`src/rtl/rv_decode_cfg.svh`:
```
`ifndef RV_DECODE_CFG_SVH
`define RV_DECODE_CFG_SVH

// Instruction and immediate width
`define RV_XLEN 32

// Register address width for 32 architectural registers
`define RV_REG_AW 5

`endif

```
`src/rtl/rv_decode_pkg.sv`:
```
package rv_decode_pkg;

    // Major opcodes that the decode stage recognises
    typedef enum logic [6:0] {
        OPC_OP     = 7'b0110011,
        OPC_OP_IMM = 7'b0010011,
        OPC_LUI    = 7'b0110111,
        OPC_AUIPC  = 7'b0010111,
        OPC_LOAD   = 7'b0000011,
        OPC_STORE  = 7'b0100011,
        OPC_BRANCH = 7'b1100011,
        OPC_JAL    = 7'b1101111,
        OPC_JALR   = 7'b1100111
    } opcode_e;

    typedef enum logic [2:0] {
        FMT_R       = 3'd0,
        FMT_I       = 3'd1,
        FMT_S       = 3'd2,
        FMT_B       = 3'd3,
        FMT_U       = 3'd4,
        FMT_J       = 3'd5,
        FMT_ILLEGAL = 3'd7
    } fmt_e;

    typedef enum logic [3:0] {
        ALU_ADD  = 4'd0,
        ALU_SUB  = 4'd1,
        ALU_AND  = 4'd2,
        ALU_OR   = 4'd3,
        ALU_XOR  = 4'd4,
        ALU_SLL  = 4'd5,
        ALU_SRL  = 4'd6,
        ALU_SRA  = 4'd7,
        ALU_SLTU = 4'd8,
        ALU_NONE = 4'hf
    } alu_op_e;

    typedef enum logic [1:0] {
        ALU_IN2_ZERO = 2'd0,
        ALU_IN2_RS2  = 2'd1,
        ALU_IN2_IMM  = 2'd2
    } alu_in2_e;

    typedef enum logic [2:0] {
        CMP_EQ   = 3'd0,
        CMP_NE   = 3'd1,
        CMP_LT   = 3'd2,
        CMP_GE   = 3'd3,
        CMP_LTU  = 3'd4,
        CMP_GEU  = 3'd5,
        CMP_NONE = 3'd6
    } cmp_op_e;

    // What the address adder computes
    typedef enum logic [2:0] {
        ADDER_NONE       = 3'd0,
        ADDER_EA         = 3'd1,
        ADDER_PC_REL     = 3'd2,
        ADDER_BR_TARGET  = 3'd3,
        ADDER_IND_TARGET = 3'd4,
        ADDER_J_TARGET   = 3'd5
    } adder_use_e;

    typedef enum logic [1:0] {
        ADD_IN1_ZERO = 2'd0,
        ADD_IN1_RS1  = 2'd1,
        ADD_IN1_PC   = 2'd2
    } add_in1_e;

    typedef enum logic [2:0] {
        WB_NONE       = 3'd0,
        WB_ALU        = 3'd1,
        WB_IMM        = 3'd2,
        WB_ADDER      = 3'd3,
        WB_LOAD       = 3'd4,
        WB_LOAD_ZEXT8 = 3'd5,
        WB_PC_PLUS4   = 3'd6
    } wb_sel_e;

    typedef enum logic [2:0] {
        IMM_NONE  = 3'd0,
        IMM_I     = 3'd1,
        IMM_SHAMT = 3'd2,
        IMM_S     = 3'd3,
        IMM_B     = 3'd4,
        IMM_U     = 3'd5,
        IMM_J     = 3'd6
    } imm_kind_e;

endpackage

```
`src/rtl/imm_gen.sv`:
```
`include "rv_decode_cfg.svh"
`timescale 1ns/1ns

module imm_gen import rv_decode_pkg::*; (
    input  logic [`RV_XLEN-1:0] instr_i,
    input  imm_kind_e           kind_i,
    output logic [`RV_XLEN-1:0] imm_o
);

    logic               sign;
    logic [`RV_XLEN-1:0] imm_i;
    logic [`RV_XLEN-1:0] imm_s;
    logic [`RV_XLEN-1:0] imm_b;
    logic [`RV_XLEN-1:0] imm_u;
    logic [`RV_XLEN-1:0] imm_j;
    logic [`RV_XLEN-1:0] imm_shamt;

    assign sign = instr_i[31];

    assign imm_i = {{(`RV_XLEN-12){sign}}, instr_i[31:20]};
    assign imm_s = {{(`RV_XLEN-12){sign}}, instr_i[31:25], instr_i[11:7]};
    assign imm_b = {{(`RV_XLEN-12){sign}}, instr_i[7], instr_i[30:25],
                    instr_i[11:8], 1'b0};   // Bit 0 always zero
    assign imm_u = {instr_i[31:12], 12'b0};
    assign imm_j = {{(`RV_XLEN-20){sign}}, instr_i[19:12], instr_i[20],
                    instr_i[30:21], 1'b0};
    assign imm_shamt = {{(`RV_XLEN-5){1'b0}}, instr_i[24:20]};   // Zero extended

    always_comb begin
        case (kind_i)
            IMM_I:     imm_o = imm_i;
            IMM_SHAMT: imm_o = imm_shamt;
            IMM_S:     imm_o = imm_s;
            IMM_B:     imm_o = imm_b;
            IMM_U:     imm_o = imm_u;
            IMM_J:     imm_o = imm_j;
            default:   imm_o = '0;
        endcase
    end

endmodule

```
`src/rtl/alu_decode.sv`:
```
`include "rv_decode_cfg.svh"
`timescale 1ns/1ns

module alu_decode import rv_decode_pkg::*; (
    input  logic [`RV_XLEN-1:0] instr_i,
    output logic                hit_o,
    output fmt_e                fmt_o,
    output alu_op_e             alu_op_o,
    output alu_in2_e            alu_in2_o,
    output logic                rs2_used_o,
    output imm_kind_e           imm_kind_o
);

    logic [6:0] funct7;
    logic [2:0] funct3;

    assign funct7 = instr_i[31:25];
    assign funct3 = instr_i[14:12];

    always_comb begin
        hit_o      = 1'b0;
        fmt_o      = FMT_ILLEGAL;
        alu_op_o   = ALU_NONE;
        alu_in2_o  = ALU_IN2_ZERO;
        rs2_used_o = 1'b0;
        imm_kind_o = IMM_NONE;

        case (instr_i[6:0])
            OPC_OP: begin
                case ({funct7, funct3})
                    {7'b0000000, 3'b000}: alu_op_o = ALU_ADD;
                    {7'b0100000, 3'b000}: alu_op_o = ALU_SUB;
                    {7'b0000000, 3'b111}: alu_op_o = ALU_AND;
                    {7'b0000000, 3'b110}: alu_op_o = ALU_OR;
                    {7'b0000000, 3'b100}: alu_op_o = ALU_XOR;
                    {7'b0000000, 3'b001}: alu_op_o = ALU_SLL;
                    {7'b0000000, 3'b101}: alu_op_o = ALU_SRL;
                    {7'b0100000, 3'b101}: alu_op_o = ALU_SRA;
                    {7'b0000000, 3'b011}: alu_op_o = ALU_SLTU;
                    default: ;
                endcase
                if (alu_op_o != ALU_NONE) begin
                    hit_o      = 1'b1;
                    fmt_o      = FMT_R;
                    alu_in2_o  = ALU_IN2_RS2;
                    rs2_used_o = 1'b1;
                end
            end

            OPC_OP_IMM: begin
                imm_kind_o = IMM_I;
                case (funct3)
                    3'b000: alu_op_o = ALU_ADD;
                    3'b111: alu_op_o = ALU_AND;
                    3'b110: alu_op_o = ALU_OR;
                    3'b100: alu_op_o = ALU_XOR;
                    3'b001: begin
                        if (funct7 == 7'b0000000) alu_op_o = ALU_SLL;
                        imm_kind_o = IMM_SHAMT;
                    end
                    3'b101: begin
                        if (funct7 == 7'b0000000) alu_op_o = ALU_SRL;
                        else if (funct7 == 7'b0100000) alu_op_o = ALU_SRA;
                        imm_kind_o = IMM_SHAMT;
                    end
                    default: ;
                endcase
                if (alu_op_o != ALU_NONE) begin
                    hit_o     = 1'b1;
                    fmt_o     = FMT_I;
                    alu_in2_o = ALU_IN2_IMM;
                end else begin
                    imm_kind_o = IMM_NONE;   // Back to default on a miss
                end
            end

            default: ;
        endcase
    end

endmodule

```
`src/rtl/xfer_decode.sv`:
```
`include "rv_decode_cfg.svh"
`timescale 1ns/1ns

module xfer_decode import rv_decode_pkg::*; (
    input  logic [`RV_XLEN-1:0] instr_i,
    output logic                hit_o,
    output fmt_e                fmt_o,
    output logic                rs1_used_o,
    output logic                rs2_used_o,
    output logic                rd_write_o,
    output cmp_op_e             cmp_op_o,
    output adder_use_e          adder_use_o,
    output add_in1_e            add_in1_o,
    output logic                add_postproc_o,
    output wb_sel_e             wb_sel_o,
    output logic                mem_read_o,
    output logic                mem_write_o,
    output logic [3:0]          mem_wstrb_o,
    output imm_kind_e           imm_kind_o
);

    logic [2:0] funct3;

    assign funct3 = instr_i[14:12];

    always_comb begin
        hit_o          = 1'b0;
        fmt_o          = FMT_ILLEGAL;
        rs1_used_o     = 1'b0;
        rs2_used_o     = 1'b0;
        rd_write_o     = 1'b0;
        cmp_op_o       = CMP_NONE;
        adder_use_o    = ADDER_NONE;
        add_in1_o      = ADD_IN1_ZERO;
        add_postproc_o = 1'b0;
        wb_sel_o       = WB_NONE;
        mem_read_o     = 1'b0;
        mem_write_o    = 1'b0;
        mem_wstrb_o    = 4'b0000;
        imm_kind_o     = IMM_NONE;

        case (instr_i[6:0])
            OPC_LUI: begin
                hit_o      = 1'b1;
                fmt_o      = FMT_U;
                rd_write_o = 1'b1;
                wb_sel_o   = WB_IMM;
                imm_kind_o = IMM_U;
            end

            OPC_AUIPC: begin
                hit_o       = 1'b1;
                fmt_o       = FMT_U;
                rd_write_o  = 1'b1;
                adder_use_o = ADDER_PC_REL;
                add_in1_o   = ADD_IN1_PC;
                wb_sel_o    = WB_ADDER;
                imm_kind_o  = IMM_U;
            end

            OPC_LOAD: begin
                if (funct3 == 3'b010 || funct3 == 3'b100) begin   // lw, lbu
                    hit_o       = 1'b1;
                    fmt_o       = FMT_I;
                    rs1_used_o  = 1'b1;
                    rd_write_o  = 1'b1;
                    adder_use_o = ADDER_EA;
                    add_in1_o   = ADD_IN1_RS1;
                    mem_read_o  = 1'b1;
                    wb_sel_o    = funct3[2] ? WB_LOAD_ZEXT8 : WB_LOAD;
                    imm_kind_o  = IMM_I;
                end
            end

            OPC_STORE: begin
                if (funct3 == 3'b010) begin   // sw only
                    hit_o       = 1'b1;
                    fmt_o       = FMT_S;
                    rs1_used_o  = 1'b1;
                    rs2_used_o  = 1'b1;
                    adder_use_o = ADDER_EA;
                    add_in1_o   = ADD_IN1_RS1;
                    mem_write_o = 1'b1;
                    mem_wstrb_o = 4'b1111;
                    imm_kind_o  = IMM_S;
                end
            end

            OPC_BRANCH: begin
                case (funct3)
                    3'b000: cmp_op_o = CMP_EQ;
                    3'b001: cmp_op_o = CMP_NE;
                    3'b100: cmp_op_o = CMP_LT;
                    3'b101: cmp_op_o = CMP_GE;
                    3'b110: cmp_op_o = CMP_LTU;
                    3'b111: cmp_op_o = CMP_GEU;
                    default: ;
                endcase
                if (cmp_op_o != CMP_NONE) begin
                    hit_o       = 1'b1;
                    fmt_o       = FMT_B;
                    rs1_used_o  = 1'b1;
                    rs2_used_o  = 1'b1;
                    adder_use_o = ADDER_BR_TARGET;
                    add_in1_o   = ADD_IN1_PC;
                    imm_kind_o  = IMM_B;
                end
            end

            OPC_JAL: begin
                hit_o       = 1'b1;
                fmt_o       = FMT_J;
                rd_write_o  = 1'b1;
                adder_use_o = ADDER_J_TARGET;
                add_in1_o   = ADD_IN1_PC;
                wb_sel_o    = WB_PC_PLUS4;
                imm_kind_o  = IMM_J;
            end

            OPC_JALR: begin
                if (funct3 == 3'b000) begin
                    hit_o          = 1'b1;
                    fmt_o          = FMT_I;
                    rs1_used_o     = 1'b1;
                    rd_write_o     = 1'b1;
                    adder_use_o    = ADDER_IND_TARGET;
                    add_in1_o      = ADD_IN1_RS1;
                    add_postproc_o = 1'b1;   // Target bit 0 cleared
                    wb_sel_o       = WB_PC_PLUS4;
                    imm_kind_o     = IMM_I;
                end
            end

            default: ;
        endcase
    end

endmodule

```
`src/rtl/decode_stage.sv`:
```
`include "rv_decode_cfg.svh"
`timescale 1ns/1ns

module decode_stage import rv_decode_pkg::*; (
    input  logic                  clk_i,
    input  logic                  reset_i,
    input  logic                  in_valid_i,
    output logic                  in_ready_o,
    input  logic [`RV_XLEN-1:0]   instr_i,
    output logic                  out_valid_o,
    input  logic                  out_ready_i,
    output logic                  illegal_o,
    output fmt_e                  fmt_o,
    output logic [`RV_REG_AW-1:0] rs1_addr_o,
    output logic [`RV_REG_AW-1:0] rs2_addr_o,
    output logic [`RV_REG_AW-1:0] rd_addr_o,
    output logic                  rs1_used_o,
    output logic                  rs2_used_o,
    output logic                  wb_en_o,
    output alu_op_e               alu_op_o,
    output alu_in2_e              alu_in2_o,
    output cmp_op_e               cmp_op_o,
    output adder_use_e            adder_use_o,
    output add_in1_e              add_in1_o,
    output logic                  add_postproc_o,
    output wb_sel_e               wb_sel_o,
    output logic                  mem_read_o,
    output logic                  mem_write_o,
    output logic [3:0]            mem_wstrb_o,
    output logic [`RV_XLEN-1:0]   imm_o
);

    logic                  alu_hit;
    fmt_e                  alu_fmt;
    alu_op_e               alu_op;
    alu_in2_e              alu_in2;
    logic                  alu_rs2_used;
    imm_kind_e             alu_imm_kind;

    logic                  x_hit;
    fmt_e                  x_fmt;
    logic                  x_rs1_used;
    logic                  x_rs2_used;
    logic                  x_rd_write;
    cmp_op_e               x_cmp_op;
    adder_use_e            x_adder_use;
    add_in1_e              x_add_in1;
    logic                  x_add_postproc;
    wb_sel_e               x_wb_sel;
    logic                  x_mem_read;
    logic                  x_mem_write;
    logic [3:0]            x_mem_wstrb;
    imm_kind_e             x_imm_kind;

    logic [`RV_REG_AW-1:0] rd_addr;
    imm_kind_e             sel_imm_kind;
    logic [`RV_XLEN-1:0]   imm;
    fmt_e                  sel_fmt;
    logic                  sel_rd_write;
    logic                  load;

    alu_decode i_alu_decode (
        .instr_i    (instr_i),
        .hit_o      (alu_hit),
        .fmt_o      (alu_fmt),
        .alu_op_o   (alu_op),
        .alu_in2_o  (alu_in2),
        .rs2_used_o (alu_rs2_used),
        .imm_kind_o (alu_imm_kind)
    );

    xfer_decode i_xfer_decode (
        .instr_i        (instr_i),
        .hit_o          (x_hit),
        .fmt_o          (x_fmt),
        .rs1_used_o     (x_rs1_used),
        .rs2_used_o     (x_rs2_used),
        .rd_write_o     (x_rd_write),
        .cmp_op_o       (x_cmp_op),
        .adder_use_o    (x_adder_use),
        .add_in1_o      (x_add_in1),
        .add_postproc_o (x_add_postproc),
        .wb_sel_o       (x_wb_sel),
        .mem_read_o     (x_mem_read),
        .mem_write_o    (x_mem_write),
        .mem_wstrb_o    (x_mem_wstrb),
        .imm_kind_o     (x_imm_kind)
    );

    imm_gen i_imm_gen (
        .instr_i (instr_i),
        .kind_i  (sel_imm_kind),
        .imm_o   (imm)
    );

    assign rd_addr      = instr_i[7 +: `RV_REG_AW];
    assign sel_imm_kind = alu_hit ? alu_imm_kind : x_imm_kind;
    assign sel_fmt      = alu_hit ? alu_fmt : (x_hit ? x_fmt : FMT_ILLEGAL);
    assign sel_rd_write = alu_hit | x_rd_write;   // All ALU ops write rd

    // Accept when the register is empty or drains this cycle
    assign in_ready_o = !out_valid_o || out_ready_i;
    assign load       = in_valid_i && in_ready_o;

    always_ff @(posedge clk_i) begin
        if (reset_i) begin
            out_valid_o <= 1'b0;
        end else if (in_ready_o) begin
            out_valid_o <= in_valid_i;
        end
    end

    always_ff @(posedge clk_i) begin
        if (reset_i) begin
            illegal_o      <= 1'b1;
            fmt_o          <= FMT_ILLEGAL;
            rs1_addr_o     <= '0;
            rs2_addr_o     <= '0;
            rd_addr_o      <= '0;
            rs1_used_o     <= 1'b0;
            rs2_used_o     <= 1'b0;
            wb_en_o        <= 1'b0;
            alu_op_o       <= ALU_NONE;
            alu_in2_o      <= ALU_IN2_ZERO;
            cmp_op_o       <= CMP_NONE;
            adder_use_o    <= ADDER_NONE;
            add_in1_o      <= ADD_IN1_ZERO;
            add_postproc_o <= 1'b0;
            wb_sel_o       <= WB_NONE;
            mem_read_o     <= 1'b0;
            mem_write_o    <= 1'b0;
            mem_wstrb_o    <= 4'b0000;
            imm_o          <= '0;
        end else if (load) begin
            illegal_o      <= !(alu_hit || x_hit);
            fmt_o          <= sel_fmt;
            rs1_addr_o     <= instr_i[15 +: `RV_REG_AW];
            rs2_addr_o     <= instr_i[20 +: `RV_REG_AW];
            rd_addr_o      <= rd_addr;
            rs1_used_o     <= alu_hit | x_rs1_used;
            rs2_used_o     <= alu_rs2_used | x_rs2_used;
            wb_en_o        <= sel_rd_write && (rd_addr != '0);   // x0 never written
            alu_op_o       <= alu_op;
            alu_in2_o      <= alu_in2;
            cmp_op_o       <= x_cmp_op;
            adder_use_o    <= x_adder_use;
            add_in1_o      <= x_add_in1;
            add_postproc_o <= x_add_postproc;
            wb_sel_o       <= alu_hit ? WB_ALU : x_wb_sel;
            mem_read_o     <= x_mem_read;
            mem_write_o    <= x_mem_write;
            mem_wstrb_o    <= x_mem_wstrb;
            imm_o          <= imm;
        end
    end

endmodule

```
`config.mk`:
```
export PLATFORM = sky130hd
export DESIGN_NAME = decode_stage
export DESIGN_NICKNAME = d
export VERILOG_FILES = /design/src/rtl/rv_decode_pkg.sv /design/src/rtl/imm_gen.sv /design/src/rtl/alu_decode.sv /design/src/rtl/xfer_decode.sv /design/src/rtl/decode_stage.sv
export VERILOG_INCLUDE_DIRS = /design/src /design/src/rtl
export SDC_FILE = /design/constraint.sdc
export NUM_CORES = 1
export LEC_CHECK = 0
export BUFFER_PORTS_ARGS = -buffer_cell sky130_fd_sc_hd__buf_2
export CORE_UTILIZATION = 54
export DETAILED_ROUTE_END_ITERATION = 16
export PLACE_DENSITY = 0.79
export SLEW_MARGIN = 20
export SYNTH_ARGS = -nofsm -noshare
export SYNTH_HDL_FRONTEND = slang
export SYNTH_HIERARCHICAL = 1
export SYNTH_SLANG_ARGS = --single-unit
```
`constraint.sdc`:
```
create_clock -name clk_i -period 3.75 [get_ports clk_i]
set_clock_uncertainty 0.05 [all_clocks]
set_input_delay 0.375 -clock clk_i [delete_from_list [all_inputs] [get_ports clk_i]]
set_output_delay 0.375 -clock clk_i [all_outputs]
set_load 0.03 [all_outputs]
```
======== Word-level counts from Yosys, hierarchy flattened ========
Index checks and enable logic that the tools add are counted.
word-level totals
  register bits ........................... 79
  output and inout port bits .............. 80
  logic and storage cells ................. 136
  bits of input ports ..................... 36
operators by class
  muxes and demuxes ....................... 65
  bitwise gates (word level) .............. 3
  equal/unequal tests ..................... 33
  reduce and logical (&&, ||, !) cells .... 15
operator list
  cell                                                   number
  case mux 32 bit (6 select lines)                       1
  case mux 3 bit (6 select lines)                        4
  two-way mux 3 bit                                      17
  equality test 10 x 3 -> 1 bit (second input constant)  4
  case mux 4 bit (9 select lines)                        1
  equality test 7 x 6 -> 1 bit (second input constant)   4
  two-way mux 4 bit                                      7
  case mux 4 bit (6 select lines)                        1
  equality test 3 bit (second input constant)            7
  equality test 7 bit (second input constant)            3
  equality test 10 x 9 -> 1 bit (second input constant)  2
  two-way mux 1 bit                                      18
  case mux 3 bit (5 select lines)                        1
  equality test 7 x 5 -> 1 bit (second input constant)   2
  two-way mux 2 bit                                      6
  equality test 10 x 1 -> 1 bit (second input constant)  1
  equality test 10 x 2 -> 1 bit (second input constant)  1
  zero test 10 bit                                       1
  case mux 2 bit (5 select lines)                        1
  equality test 3 x 2 -> 1 bit (second input constant)   3
  inequality test 4 bit (second input constant)          2
  case mux 4 bit (2 select lines)                        1
  equality test 7 x 2 -> 1 bit (second input constant)   1
  zero test 7 bit                                        1
  other kinds (16)                                       26

======== Longest topological paths before layout ========
Gate-level depths: netlist (run 1).
  word-level depth ........................ 11
  gate-level depth with buffers ........... 14
  depth with buffers taken out ............ 11

======== By module ========
Netlist (run 1), hierarchy kept.
modules (own cells, without submodules)
  module        times used  cells an instance  area each (µm²)  seq. area each (µm²)
  decode_stage  1           369                3,165.5          1,581.5
  imm_gen       1           94                 734.5            0.0
  xfer_decode   1           53                 337.8            0.0
  alu_decode    1           48                 322.8            0.0

======== Worst setup path before layout (run 1) ========
Ideal clock, no wire load.
  kind .................................... input -> register
  start ................................... input port instr_i[25]
  end ..................................... register imm_o[3]
  arrival time ............................ 3,270 ps
  required time ........................... 3,568 ps
  cell stages on the path ................. 11
  library setup time ...................... 132 ps
  path buffers ............................ 2
  path slack .............................. 298 ps
  cell sequence ........................... or4_4 -> or3_4 -> a2111oi_4 -> or2_1 -> buf_2 -> mux2_2 -> buf_6 -> mux2_4 -> a221o_1 -> nand3_1 -> a21oi_1
on the way
  longest elaborated chain between the ends .. 11
  elaborated cells between the ends (all ways) .. 33
  those cells by class .................... eq/ne: 17; mux: 14; reduce/logical: 2
ends and longest elaborated chain
  element                                            line                 RTL
  start, declared                                    decode_stage.sv:9    input logic [`RV_XLEN-1:0] instr_i,
  equality test 7 x 6 -> 1 bit                       alu_decode.sv:63     else if (funct7 == 7'b0100000) alu_op_o = ALU_SRA;
  two-way mux 4 bit                                  alu_decode.sv:63
  two-way mux 4 bit                                  alu_decode.sv:62     if (funct7 == 7'b0000000) alu_op_o = ALU_SRL;
  case mux 4 bit (6 select lines)                    alu_decode.sv:52     case (funct3)
  two-way mux 4 bit                                  alu_decode.sv:28     case (instr_i[6:0])
  inequality test 4 bit                              alu_decode.sv:68     if (alu_op_o != ALU_NONE) begin
  two-way mux 1 bit                                  alu_decode.sv:68
  case mux 1 bit (2 select lines) *                  alu_decode.sv:28
  via alu_hit                                        decode_stage.sv:33   logic alu_hit;
  two-way mux 3 bit *                                decode_stage.sv:97   assign sel_imm_kind = alu_hit ? alu_imm_kind : x_imm_kind;
  via sel_imm_kind[1]                                decode_stage.sv:56   imm_kind_e sel_imm_kind;
  equality test 3 bit, or another cell as far along  imm_gen.sv:30        case (kind_i)
  case mux 32 bit (6 select lines) *                 imm_gen.sv:30
  via imm[3]                                         decode_stage.sv:57   logic [`RV_XLEN-1:0] imm;
  end signal, assigned                               decode_stage.sv:153  imm_o <= imm;
  end, declared                                      decode_stage.sv:30   output logic [`RV_XLEN-1:0] imm_o
The timed path passes the listed nets; every way through them passes the cells marked *. The select of a mux whose other input is x is not followed.
A chain may end at the register's enable or synchronous reset.

======== Worst setup path after layout (run 1) ========
Ends and elaborated chain as after synthesis.

==> impl_metrics.env, run 1 <==
export IMPL_layout_worst_path_cycle_share_pct=84.69
export IMPL_worst_setup_hold_path_clk_slew_ns=0.09
export IMPL_fmax_mhz=314.9
export IMPL_final_common_cell="sky130_fd_sc_hd__buf_2"
export IMPL_dpl_hpwl_mm=8.185
export IMPL_cts_hold_buf=0
export IMPL_type_of_the_worst_setup_path="input port to flop"
export IMPL_min_delay_path_class="input port to flop"
export IMPL_post_route_min_period_ns=3.176
export IMPL_drive_gt1_share_pct=25.59
export IMPL_initial_core_util_pct=55.79
export IMPL_drv_max_cap_violation_count=0
export IMPL_total_via_count_after_detailed_routing=4557
export IMPL_syn_inst=564
export IMPL_ys_types=63
export IMPL_fin_setup_tns_ns=0
export IMPL_worst_slew_margin_rel_pct=36.55
export IMPL_clock_root_buffer="sky130_fd_sc_hd__clkbuf_8"
export IMPL_setup_repair_after_global_routing_missed_its_margin="no"
export IMPL_drt_first_pass_iters=5
export IMPL_nNetsFinal=668
export IMPL_yosys_warnings=6
export IMPL_post_cts_repair_setup_buffers=0
export IMPL_timing_final_max_slew_violations=0
export IMPL_synth_area_sq_um=4561
export IMPL_initialDrtViolationCount=296
export IMPL_die_width_um=93.90
export IMPL_drcViolationCount=0
export IMPL_core_rowCount=33
export IMPL_worstRegToRegCells=4
export IMPL_post_drt_wl_per_cell_um=16.97
export IMPL_numPortBuffers=115
export IMPL_synth_top_flop_cell="sky130_fd_sc_hd__dfxtp_1"
export IMPL_antenna_viol_nets_final=0
export IMPL_vias_per_cell=6.142
export IMPL_start_kind="input port"
export IMPL_globalRouteTotalUtil_pct=28.76
export IMPL_post_cts_resize_count=0
export IMPL_synthesis_nets=600
export IMPL_cts_max_level=3
export IMPL_synthesis_to_layout_area_growth_pct=11.82
export IMPL_cts_tree="yes"
export IMPL_cts_buffers_inserted=9
export IMPL_grt_antenna_before_repair=0
export IMPL_worstHoldPathCells=3
export IMPL_cts_sinks=79
export IMPL_synth_sequential_area_ratio_pct=34.68
export IMPL_asyncSetResetFlopFracSynth_pct=0
export IMPL_finalHoldViolations=0
export IMPL_pin_slew_with_the_least_headroom_to_its_limit_ns=0.9517
export IMPL_setup_violations=0
export IMPL_antenna_cells=0
export IMPL_number_of_global_route_vias_before_repair=4079
export IMPL_gr_ovfl_total=0
export IMPL_clkLatencyLatePin_ns=0.35
export IMPL_worst_ir_drop_vdd_v=0.0001772
export IMPL_synth_ff_latch_count=79
export IMPL_total_die_area_sq_um=8817
export IMPL_largest_net_degree_at_the_start_of_global_routing=80
export IMPL_global_route_wire_length_before_repair_mm=20.00
export IMPL_die_h_um=93.90
export IMPL_cts_path_max_buffers=2
export IMPL_power_density_cell_area_nw_per_um2=353.2
export IMPL_design_core_area_sq_um=8175
export IMPL_avgSynthCellArea_sq_um=8.086
export IMPL_timing_critical_path_fanout_max=24
export IMPL_layout_cells_most_common_list="115 x sky130_fd_sc_hd__buf_2, 91 x sky130_fd_sc_hd__nand3_1, 79 x sky130_fd_sc_hd__dfxtp_1"
export IMPL_number_of_synthesized_flops_with_an_enable_pin=0
export IMPL_end_kind="flop"
export IMPL_timing_critical_path_arrival_ns=3.36
export IMPL_place_congestion=0.8745
export IMPL_design_portCount=116
export IMPL_total_power_mw=1.801
export IMPL_status="finished, final reports clean"
export IMPL_drt_wl_total_mm=12.59
export IMPL_cp_required_ns=3.94
export IMPL_p_leak_nw=2.066
## cell families (layout without fill, tap and decap cells)
logic type	Yosys count	in the layout	share of synthesized area [%]
simple gates	197	197	25.54
compound gates	187	187	23.98
buf+inv	80	153	10.97
flops	79	79	34.68
mux	16	16	3.786
xor+xnor	3	3	0.7409
fa+ha+maj	1	1	0.2195
other cells	1	1	0.08223
## worst max-delay path, cell delays in order
cell	delay, ns
sky130_fd_sc_hd__buf_2	0.12
sky130_fd_sc_hd__or4_4	0.53
sky130_fd_sc_hd__or3_4	0.39
sky130_fd_sc_hd__a2111oi_4	0.32
sky130_fd_sc_hd__or2_1	0.23
sky130_fd_sc_hd__mux2_2	0.53
sky130_fd_sc_hd__mux2_4	0.35
sky130_fd_sc_hd__a221o_1	0.34
sky130_fd_sc_hd__nand3_1	0.08
sky130_fd_sc_hd__a21oi_1	0.07
## cells in the mapped netlist (all sizes together), types with 2 or more instances
cell / number / area share, %
or4b: 2 / 0.44
buf: 52 / 8.5
or4: 2 / 0.41
or3: 3 / 0.52
clkbuf: 17 / 1.5
nor2b: 8 / 1.4
o311ai: 4 / 0.77
nand4b: 15 / 2.9
mux2: 7 / 1.8
nor2: 9 / 0.74
nand4: 2 / 0.27
nand2: 20 / 1.6
a311oi: 3 / 0.58
nand3b: 4 / 0.66
nor3: 4 / 0.44
and2: 8 / 1.1
nand3: 91 / 10
xnor2: 2 / 0.38
a21oi: 77 / 8.5
o221ai: 8 / 1.5
mux2i: 9 / 2.0
a2111oi: 2 / 1.2
inv: 11 / 0.96
dfxtp: 79 / 35
nor3b: 6 / 1.1
nor4: 2 / 0.27
nand2b: 8 / 1.1
nor4bb: 4 / 0.88
o21ai: 80 / 8.8
a221o: 5 / 1.1
or2: 2 / 0.27
## state kept, by name, summed over array words and instances (netlist names)
| name | cells |
|---|---|
| out_valid_o | 1 |
| alu_in2_o | 2 |
| adder_use_o | 3 |
| add_in1_o | 2 |
| cmp_op_o | 3 |
| wb_sel_o | 3 |
| wb_en_o | 1 |
| rs2_used_o | 1 |
| mem_read_o | 1 |
| rd_addr_o | 5 |
| rs2_addr_o | 5 |
| illegal_o | 1 |
| mem_write_o | 1 |
| imm_o | 32 |
| rs1_used_o | 1 |
| add_postproc_o | 1 |
| fmt_o | 3 |
| mem_wstrb_o | 4 |
| alu_op_o | 4 |
| rs1_addr_o | 5 |
## final cells by class
type / count / area (sq um)
flip-flops and latches: 79 / 1582
clock inverters: 6 / 67.56
multi-input cells: 405 / 2479
inverters: 11 / 45.04
repair buffers: 126 / 658.1
clock buffers: 10 / 137.6
well taps: 105 / 131.4
fillers: 727 / 3075
## where the power goes
group,total [mW],switching (mW),internal [mW]
registers,0.870,0.00990,0.860
clock network,0.670,0.342,0.328
logic,0.261,0.187,0.0736
total,1.80,0.539,1.26
## layer usage
layer  vias to the layer above  wire, um  global-route usage [%]
li1                       2189         -                       -
met1                      2146      5499                   36.66
met4                         0       295                   10.38
met3                        25       910                   6.311
met5                         -         0                       0
met2                       197      5888                   47.45
## stage by stage
step / worst slack, ns / hold slack, ns / std cells / cell area [sq um] / utilization, %
final: 0.5743 / 0.2528 / 742 / 5100 / 62.38
after global routing: 0.4518 / 0.2523 / 742 / 5100 / 62.38
after CTS: 0.6006 / 0.2382 / 742 / 5099 / 62.37
after detailed placement: 0.2233 / 0.4140 / 726 / 4893 / 59.86
after global placement: 0.2834 / 0.4059 / 726 / 4893 / 59.86
after floorplan: 0.2978 / 0.4727 / 564 / 4561 / -
## final timing paths
path | startpoint | endpoint | slack, ns
hold reg to reg | imm_o[31]$_SDFFE_PP0P_ | imm_o[31]$_SDFFE_PP0P_ | 0.43
setup / recovery | instr_i[25] | imm_o[3]$_SDFFE_PP0P_ | 0.57
hold / removal | instr_i[19] | rs1_addr_o[4]$_SDFFE_PP0P_ | 0.25
setup reg to reg | out_valid_o$_SDFFE_PP0P_ | wb_en_o$_SDFFE_PP0P_ | 1.90
(Power assumes the default switching activity.)
==> run 2: changes to the inputs <==
clock period = 3.2 ns   (was 3.75 ns; I/O delays follow)
==> impl_metrics.env, run 2 (synthesized netlist as in run 1, its figures left out) <==
export IMPL_status="finished, final reports clean"
export IMPL_worst_slew_margin_rel_pct=38.28
export IMPL_design_core_area_sq_um=8175
export IMPL_dpl_hpwl_mm=8.554
export IMPL_finalHoldViolations=0
export IMPL_timing_critical_path_fanout_max=10
export IMPL_drive_gt1_share_pct=27.85
export IMPL_gr_ovfl_total=0
export IMPL_initialDrtViolationCount=405
export IMPL_drv_max_cap_violation_count=0
export IMPL_p_leak_nw=2.189
export IMPL_post_drt_wl_per_cell_um=16.67
export IMPL_fmax_mhz=328.2
export IMPL_r2r_end="wb_en_o$_SDFFE_PP0P_"
export IMPL_post_route_util_pct=64.97
export IMPL_power_density_cell_area_nw_per_um2=419.8
export IMPL_worst_ir_drop_vdd_v=0.0003679
export IMPL_cp_required_ns=3.44
export IMPL_post_route_min_period_ns=3.047
export IMPL_worstHoldPathCells=3
export IMPL_fill_cells=748
export IMPL_layout_worst_path_cycle_share_pct=95.22
export IMPL_max_ffs_per_register=32
export IMPL_antenna_viol_nets_final=0
export IMPL_min_to="rs2_addr_o[4]$_SDFFE_PP0P_"
export IMPL_vias_per_cell=6.209
export IMPL_timing_final_max_slew_violations=0
export IMPL_clkLatencyLatePin_ns=0.36
export IMPL_drt_first_pass_iters=5
export IMPL_start_kind="input port"
export IMPL_grt_antenna_before_repair=0
export IMPL_timing_critical_path_arrival_ns=3.29
export IMPL_number_of_global_route_vias_before_repair=4177
export IMPL_layout_cells_most_common_list="115 x sky130_fd_sc_hd__buf_2, 91 x sky130_fd_sc_hd__nand3_1, 79 x sky130_fd_sc_hd__dfxtp_1"
export IMPL_cts_tree="yes"
export IMPL_die_h_um=93.90
export IMPL_cts_max_level=3
export IMPL_initial_core_util_pct=55.79
export IMPL_largest_net_degree_at_the_start_of_global_routing=80
export IMPL_worstRegToRegCells=4
export IMPL_rrSetupSlack_ns=1.27
export IMPL_end_kind="flop"
export IMPL_global_route_wire_length_before_repair_mm=20.48
export IMPL_place_congestion=0.9743
export IMPL_min_delay_path_class="input port to flop"
export IMPL_critical_path_cell_with_the_highest_stage_delay="sky130_fd_sc_hd__or4_4"
export IMPL_top_register="imm_o"
export IMPL_fin_setup_tns_ns=0
export IMPL_drt_wl_total_mm=12.71
export IMPL_globalRouteTotalUtil_pct=29.82
export IMPL_antenna_cells=0
export IMPL_crit_chain="buf_2 -> or4_4 -> or3_4 -> a2111oi_4 -> or2_4 -> mux2_4 -> buf_4 -> nor4bb_2 -> a221o_1 -> nand3_1 -> a21oi_1"
export IMPL_total_via_count_after_detailed_routing=4731
export IMPL_pin_slew_with_the_least_headroom_to_its_limit_ns=0.9258
export IMPL_timing_rr_start="out_valid_o$_SDFFE_PP0P_"
export IMPL_core_rowCount=33
export IMPL_total_die_area_sq_um=8817
export IMPL_worst_path_largest_cell_delay_ns=0.56
export IMPL_clock_root_buffer="sky130_fd_sc_hd__clkbuf_8"
export IMPL_drcViolationCount=0
export IMPL_cts_sinks=79
export IMPL_worst_setup_hold_path_clk_slew_ns=0.08
export IMPL_design_portCount=116
export IMPL_setup_violations=0
export IMPL_cts_buffers_inserted=9
export IMPL_type_of_the_worst_setup_path="input port to flop"
export IMPL_final_common_cell="sky130_fd_sc_hd__buf_2"
export IMPL_setup_repair_after_global_routing_missed_its_margin="no"
export IMPL_nNetsFinal=688
export IMPL_timing_hold_worst_start="instr_i[24]"
export IMPL_die_width_um=93.90
export IMPL_cts_path_max_buffers=2
export IMPL_synthesis_to_layout_area_growth_pct=16.46
export IMPL_numPortBuffers=115
-- run 2: per-layer routing --
metal | routed length, um | vias up | track usage, %
li1 | - | 2240 | -
met1 | 5332 | 2226 | 36.97
met2 | 6034 | 225 | 48.72
met3 | 838 | 40 | 5.583
met4 | 499 | 0 | 16.03
met5 | 0 | - | 0
-- run 2: cell type report --
class | instances | area, sq um | share of cell area (%)
Tap cell | 105 | 131.4 | 2.474
Multi-Input combinational cell | 405 | 2495 | 46.97
Inverter | 11 | 45.04 | 0.8481
Sequential cell | 79 | 1582 | 29.78
Timing Repair Buffer | 146 | 820.8 | 15.45
Clock buffer | 11 | 131.4 | 2.474
Clock inverter | 5 | 106.4 | 2.002
-- run 2: how the worst max path moves through the flow --
stage          slack, ns                endpoint         from
6_report            0.15   imm_o[1]$_SDFFE_PP0P_  instr_i[25]
5_1_grt             0.02   imm_o[1]$_SDFFE_PP0P_  instr_i[25]
4_1_cts             0.06   imm_o[1]$_SDFFE_PP0P_  instr_i[25]
3_5_place_dp       -0.31   imm_o[1]$_SDFFE_PP0P_  instr_i[25]
3_3_place_gp       -0.12  imm_o[13]$_SDFFE_PP0P_  instr_i[25]
2_1_floorplan      -0.17   imm_o[3]$_SDFFE_PP0P_  instr_i[25]
-- run 2: repair_timing --
action,in CTS,in global routing
endpoints found under the hold margin,0,0
hold buffers,0,0
endpoints found under the setup margin,0,2
resized for setup,0,2
buffers inserted,0,0
-- run 2: through the flow --
stage               setup slack, ns  hold WS [ns]  cells  power [mW]  area, sq um
floorplan                   -0.1667        0.4177    564       1.264         4591
global placement            -0.1193        0.4080    746       1.346         5064
detailed placement          -0.3058        0.4138    746       1.353         5064
CTS                         0.06208        0.1945    762       2.237         5301
global route                0.02444        0.1926    762       2.310         5311
finish                       0.1531        0.2045    762       2.230         5311
-- run 2: report_power, final --
group,total (mW),internal (mW),switching [mW]
clock network,0.895,0.520,0.375
logic,0.314,0.0943,0.219
registers,1.02,1.01,0.0125
-- run 2: worst max-delay path: cells and delay by family --
family	cells	cell delay (ns)
simple gates	5	1.61
buf+inv	2	0.28
compound gates	3	0.71
mux	1	0.36
==> run 3: changes to the inputs <==
--- a/constraint.sdc
+++ b/constraint.sdc
@@ -4,2 +4,2 @@
 set_output_delay 0.32 -clock clk_i [all_outputs]
-set_load 0.03 [all_outputs]
+set_load 0.005 [all_outputs]
==> impl_metrics.env, run 3 (synthesized netlist as in run 1, its figures left out) <==
export IMPL_end_kind="flop"
export IMPL_drcViolationCount=0
export IMPL_sw_ratio_pct=27.17
export IMPL_p_seq_share_pct=48.1
export IMPL_critPathBufInv=2
export IMPL_antenna_cells=0
export IMPL_design_portCount=116
export IMPL_total_die_area_sq_um=8817
export IMPL_die_h_um=93.90
export IMPL_final_cell_count_no_fill=761
export IMPL_numPortBuffers=115
export IMPL_clkLatencyLatePin_ns=0.37
export IMPL_die_width_um=93.90
export IMPL_largest_net_degree_at_the_start_of_global_routing=80
export IMPL_cpLargestDelayFamily="simple AND/OR/NAND/NOR gates"
export IMPL_layout_worst_path_cycle_share_pct=93.60
export IMPL_route_met2_wl_mm=6.510
export IMPL_cts_hold_buf=0
export IMPL_met3_length_um=863
export IMPL_global_route_wire_length_before_repair_mm=20.88
export IMPL_clockPowerShare_pct=39.4
export IMPL_setup_repair_after_global_routing_missed_its_margin="no"
export IMPL_place_congestion=0.9840
export IMPL_cts_sinks=79
export IMPL_cp_required_ns=3.43
export IMPL_critical_path_cell_with_the_highest_stage_delay="sky130_fd_sc_hd__or4_4"
export IMPL_ff_latch_area_sq_um=1582
export IMPL_layout_cells_most_common_list="115 x sky130_fd_sc_hd__buf_2, 91 x sky130_fd_sc_hd__nand3_1, 79 x sky130_fd_sc_hd__dfxtp_1"
export IMPL_cts_tree="yes"
export IMPL_cts_buffers_inserted=9
export IMPL_top_signal_layer_used="met4"
export IMPL_number_of_global_route_vias_before_repair=4344
export IMPL_drv_max_cap_violation_count=0
export IMPL_type_of_the_worst_setup_path="input port to flop"
export IMPL_worst_path_largest_cell_delay_ns=0.55
export IMPL_top_register="imm_o"
export IMPL_grt_antenna_before_repair=0
export IMPL_post_drt_wl_per_cell_um=17.24
export IMPL_power_density_cell_area_nw_per_um2=402.1
export IMPL_timing_critical_path_arrival_ns=3.23
export IMPL_fill_cells=764
export IMPL_p_leak_nw=2.173
export IMPL_finalHoldViolations=0
export IMPL_p_int_mw=1.546
export IMPL_cts_path_max_buffers=2
export IMPL_status="finished, final reports clean"
export IMPL_placedCellCount=745
export IMPL_antenna_viol_nets_final=0
export IMPL_drt_first_pass_iters=5
export IMPL_total_switching_power_uw=576.8
export IMPL_area_taken_by_multi_input_logic_gates_sq_um=2489
export IMPL_total_via_count_after_detailed_routing=4743
export IMPL_power_frac_comb_pct=12.5
export IMPL_worst_setup_hold_path_clk_slew_ns=0.09
export IMPL_drt_wl_total_mm=13.12
export IMPL_clock_root_buffer="sky130_fd_sc_hd__clkbuf_8"
export IMPL_timing_critical_path_fanout_max=20
export IMPL_gr_ovfl_total=0
export IMPL_nNetsFinal=687
export IMPL_min_delay_path_class="input port to flop"
export IMPL_worst_slew_margin_rel_pct=36.69
export IMPL_cts_max_level=3
export IMPL_dpl_hpwl_mm=8.781
export IMPL_fmax_mhz=333.9
export IMPL_globalRouteTotalUtil_pct=30.21
export IMPL_post_route_min_period_ns=2.995
export IMPL_crit_chain="buf_2 -> or4_4 -> or3_4 -> a2111oi_4 -> or2_4 -> mux2_2 -> nand3b_1 -> buf_4 -> nand3_1 -> nand3_1 -> a21oi_1"
export IMPL_drive_gt1_share_pct=27.74
export IMPL_setup_violations=0
export IMPL_worst_slack_placed_ns=-0.2049
export IMPL_final_setup_worst_slack_ns=0.2049
export IMPL_initial_core_util_pct=55.79
export IMPL_timing_final_max_slew_violations=0
export IMPL_detail_route_wirelength_met1_mm=5.288
export IMPL_pin_slew_with_the_least_headroom_to_its_limit_ns=0.9497
export IMPL_start_kind="input port"
export IMPL_final_common_cell="sky130_fd_sc_hd__buf_2"
export IMPL_design_core_area_sq_um=8175
export IMPL_synthesis_to_layout_area_growth_pct=15.77
export IMPL_post_cts_repair_setup_buffers=0
export IMPL_crit_path_frequent_cell="sky130_fd_sc_hd__nand3_1"
export IMPL_initialDrtViolationCount=313
export IMPL_max_ffs_per_register=32
export IMPL_worst_ir_drop_vdd_v=0.0002253
export IMPL_core_rowCount=33
export IMPL_vias_per_cell=6.233
## run 3: per-stage QoR
step           TNS, ns  power, mW  utilization [%]  hold WS [ns]  instance area (sq um)
2_1_floorplan   -2.638      1.214                -        0.4158                   4591
3_3_place_gp    -2.513      1.296            61.85        0.4099                   5056
3_5_place_dp    -5.191      1.304            61.85        0.4155                   5056
4_1_cts              0      2.128            64.54        0.1949                   5276
5_1_grt              0      2.195            64.59        0.2080                   5280
6_report             0      2.123            64.59        0.1973                   5280
## run 3: layout make-up
cell class,instances,area share [%]
Timing Repair Buffer,145,15.40
Sequential cell,79,29.95
Clock buffer,10,2.417
Multi-Input combinational cell,405,47.13
Inverter,11,0.8531
Tap cell,105,2.488
Clock inverter,6,1.754
## run 3: worst paths after layout
check             slack, ns  cells past startpoint                      from                   endpoint
hold / removal         0.20                      3                instr_i[8]  rd_addr_o[1]$_SDFFE_PP0P_
setup reg to reg       1.30                      4  out_valid_o$_SDFFE_PP0P_     illegal_o$_SDFFE_PP1P_
setup / recovery       0.20                     11               instr_i[25]     imm_o[21]$_SDFFE_PP0P_
hold reg to reg        0.43                      2  wb_sel_o[1]$_SDFFE_PP0P_   wb_sel_o[1]$_SDFFE_PP0P_
## run 3: layer usage
metal | track usage [%] | up-vias
met5 | 0 | -
met4 | 15.13 | 0
met3 | 5.583 | 40
met2 | 51.09 | 207
met1 | 36.52 | 2267
li1 | - | 2229
## run 3: worst min-delay path: cells and delay by family
kind	cells	cell delay, ns
and+or+nand+nor	1	0.07
AOI/OAI and AO/OA	1	0.06
buffers and inverters	1	0.12
## run 3: timing repair
action                     CTS  global route
hold endpoints to repair     0             0
resized for setup            0             1
setup endpoints to repair    0             5
## run 3: power groups by stage
stage          registers (mW)  clock network, mW  logic [mW]
6_report                 1.02              0.837       0.265
3_5_place_dp             1.04                  0       0.260
5_1_grt                  1.02              0.882       0.288
4_1_cts                  1.02              0.846       0.262
3_3_place_gp             1.04                  0       0.253
2_1_floorplan            1.04                  0       0.169
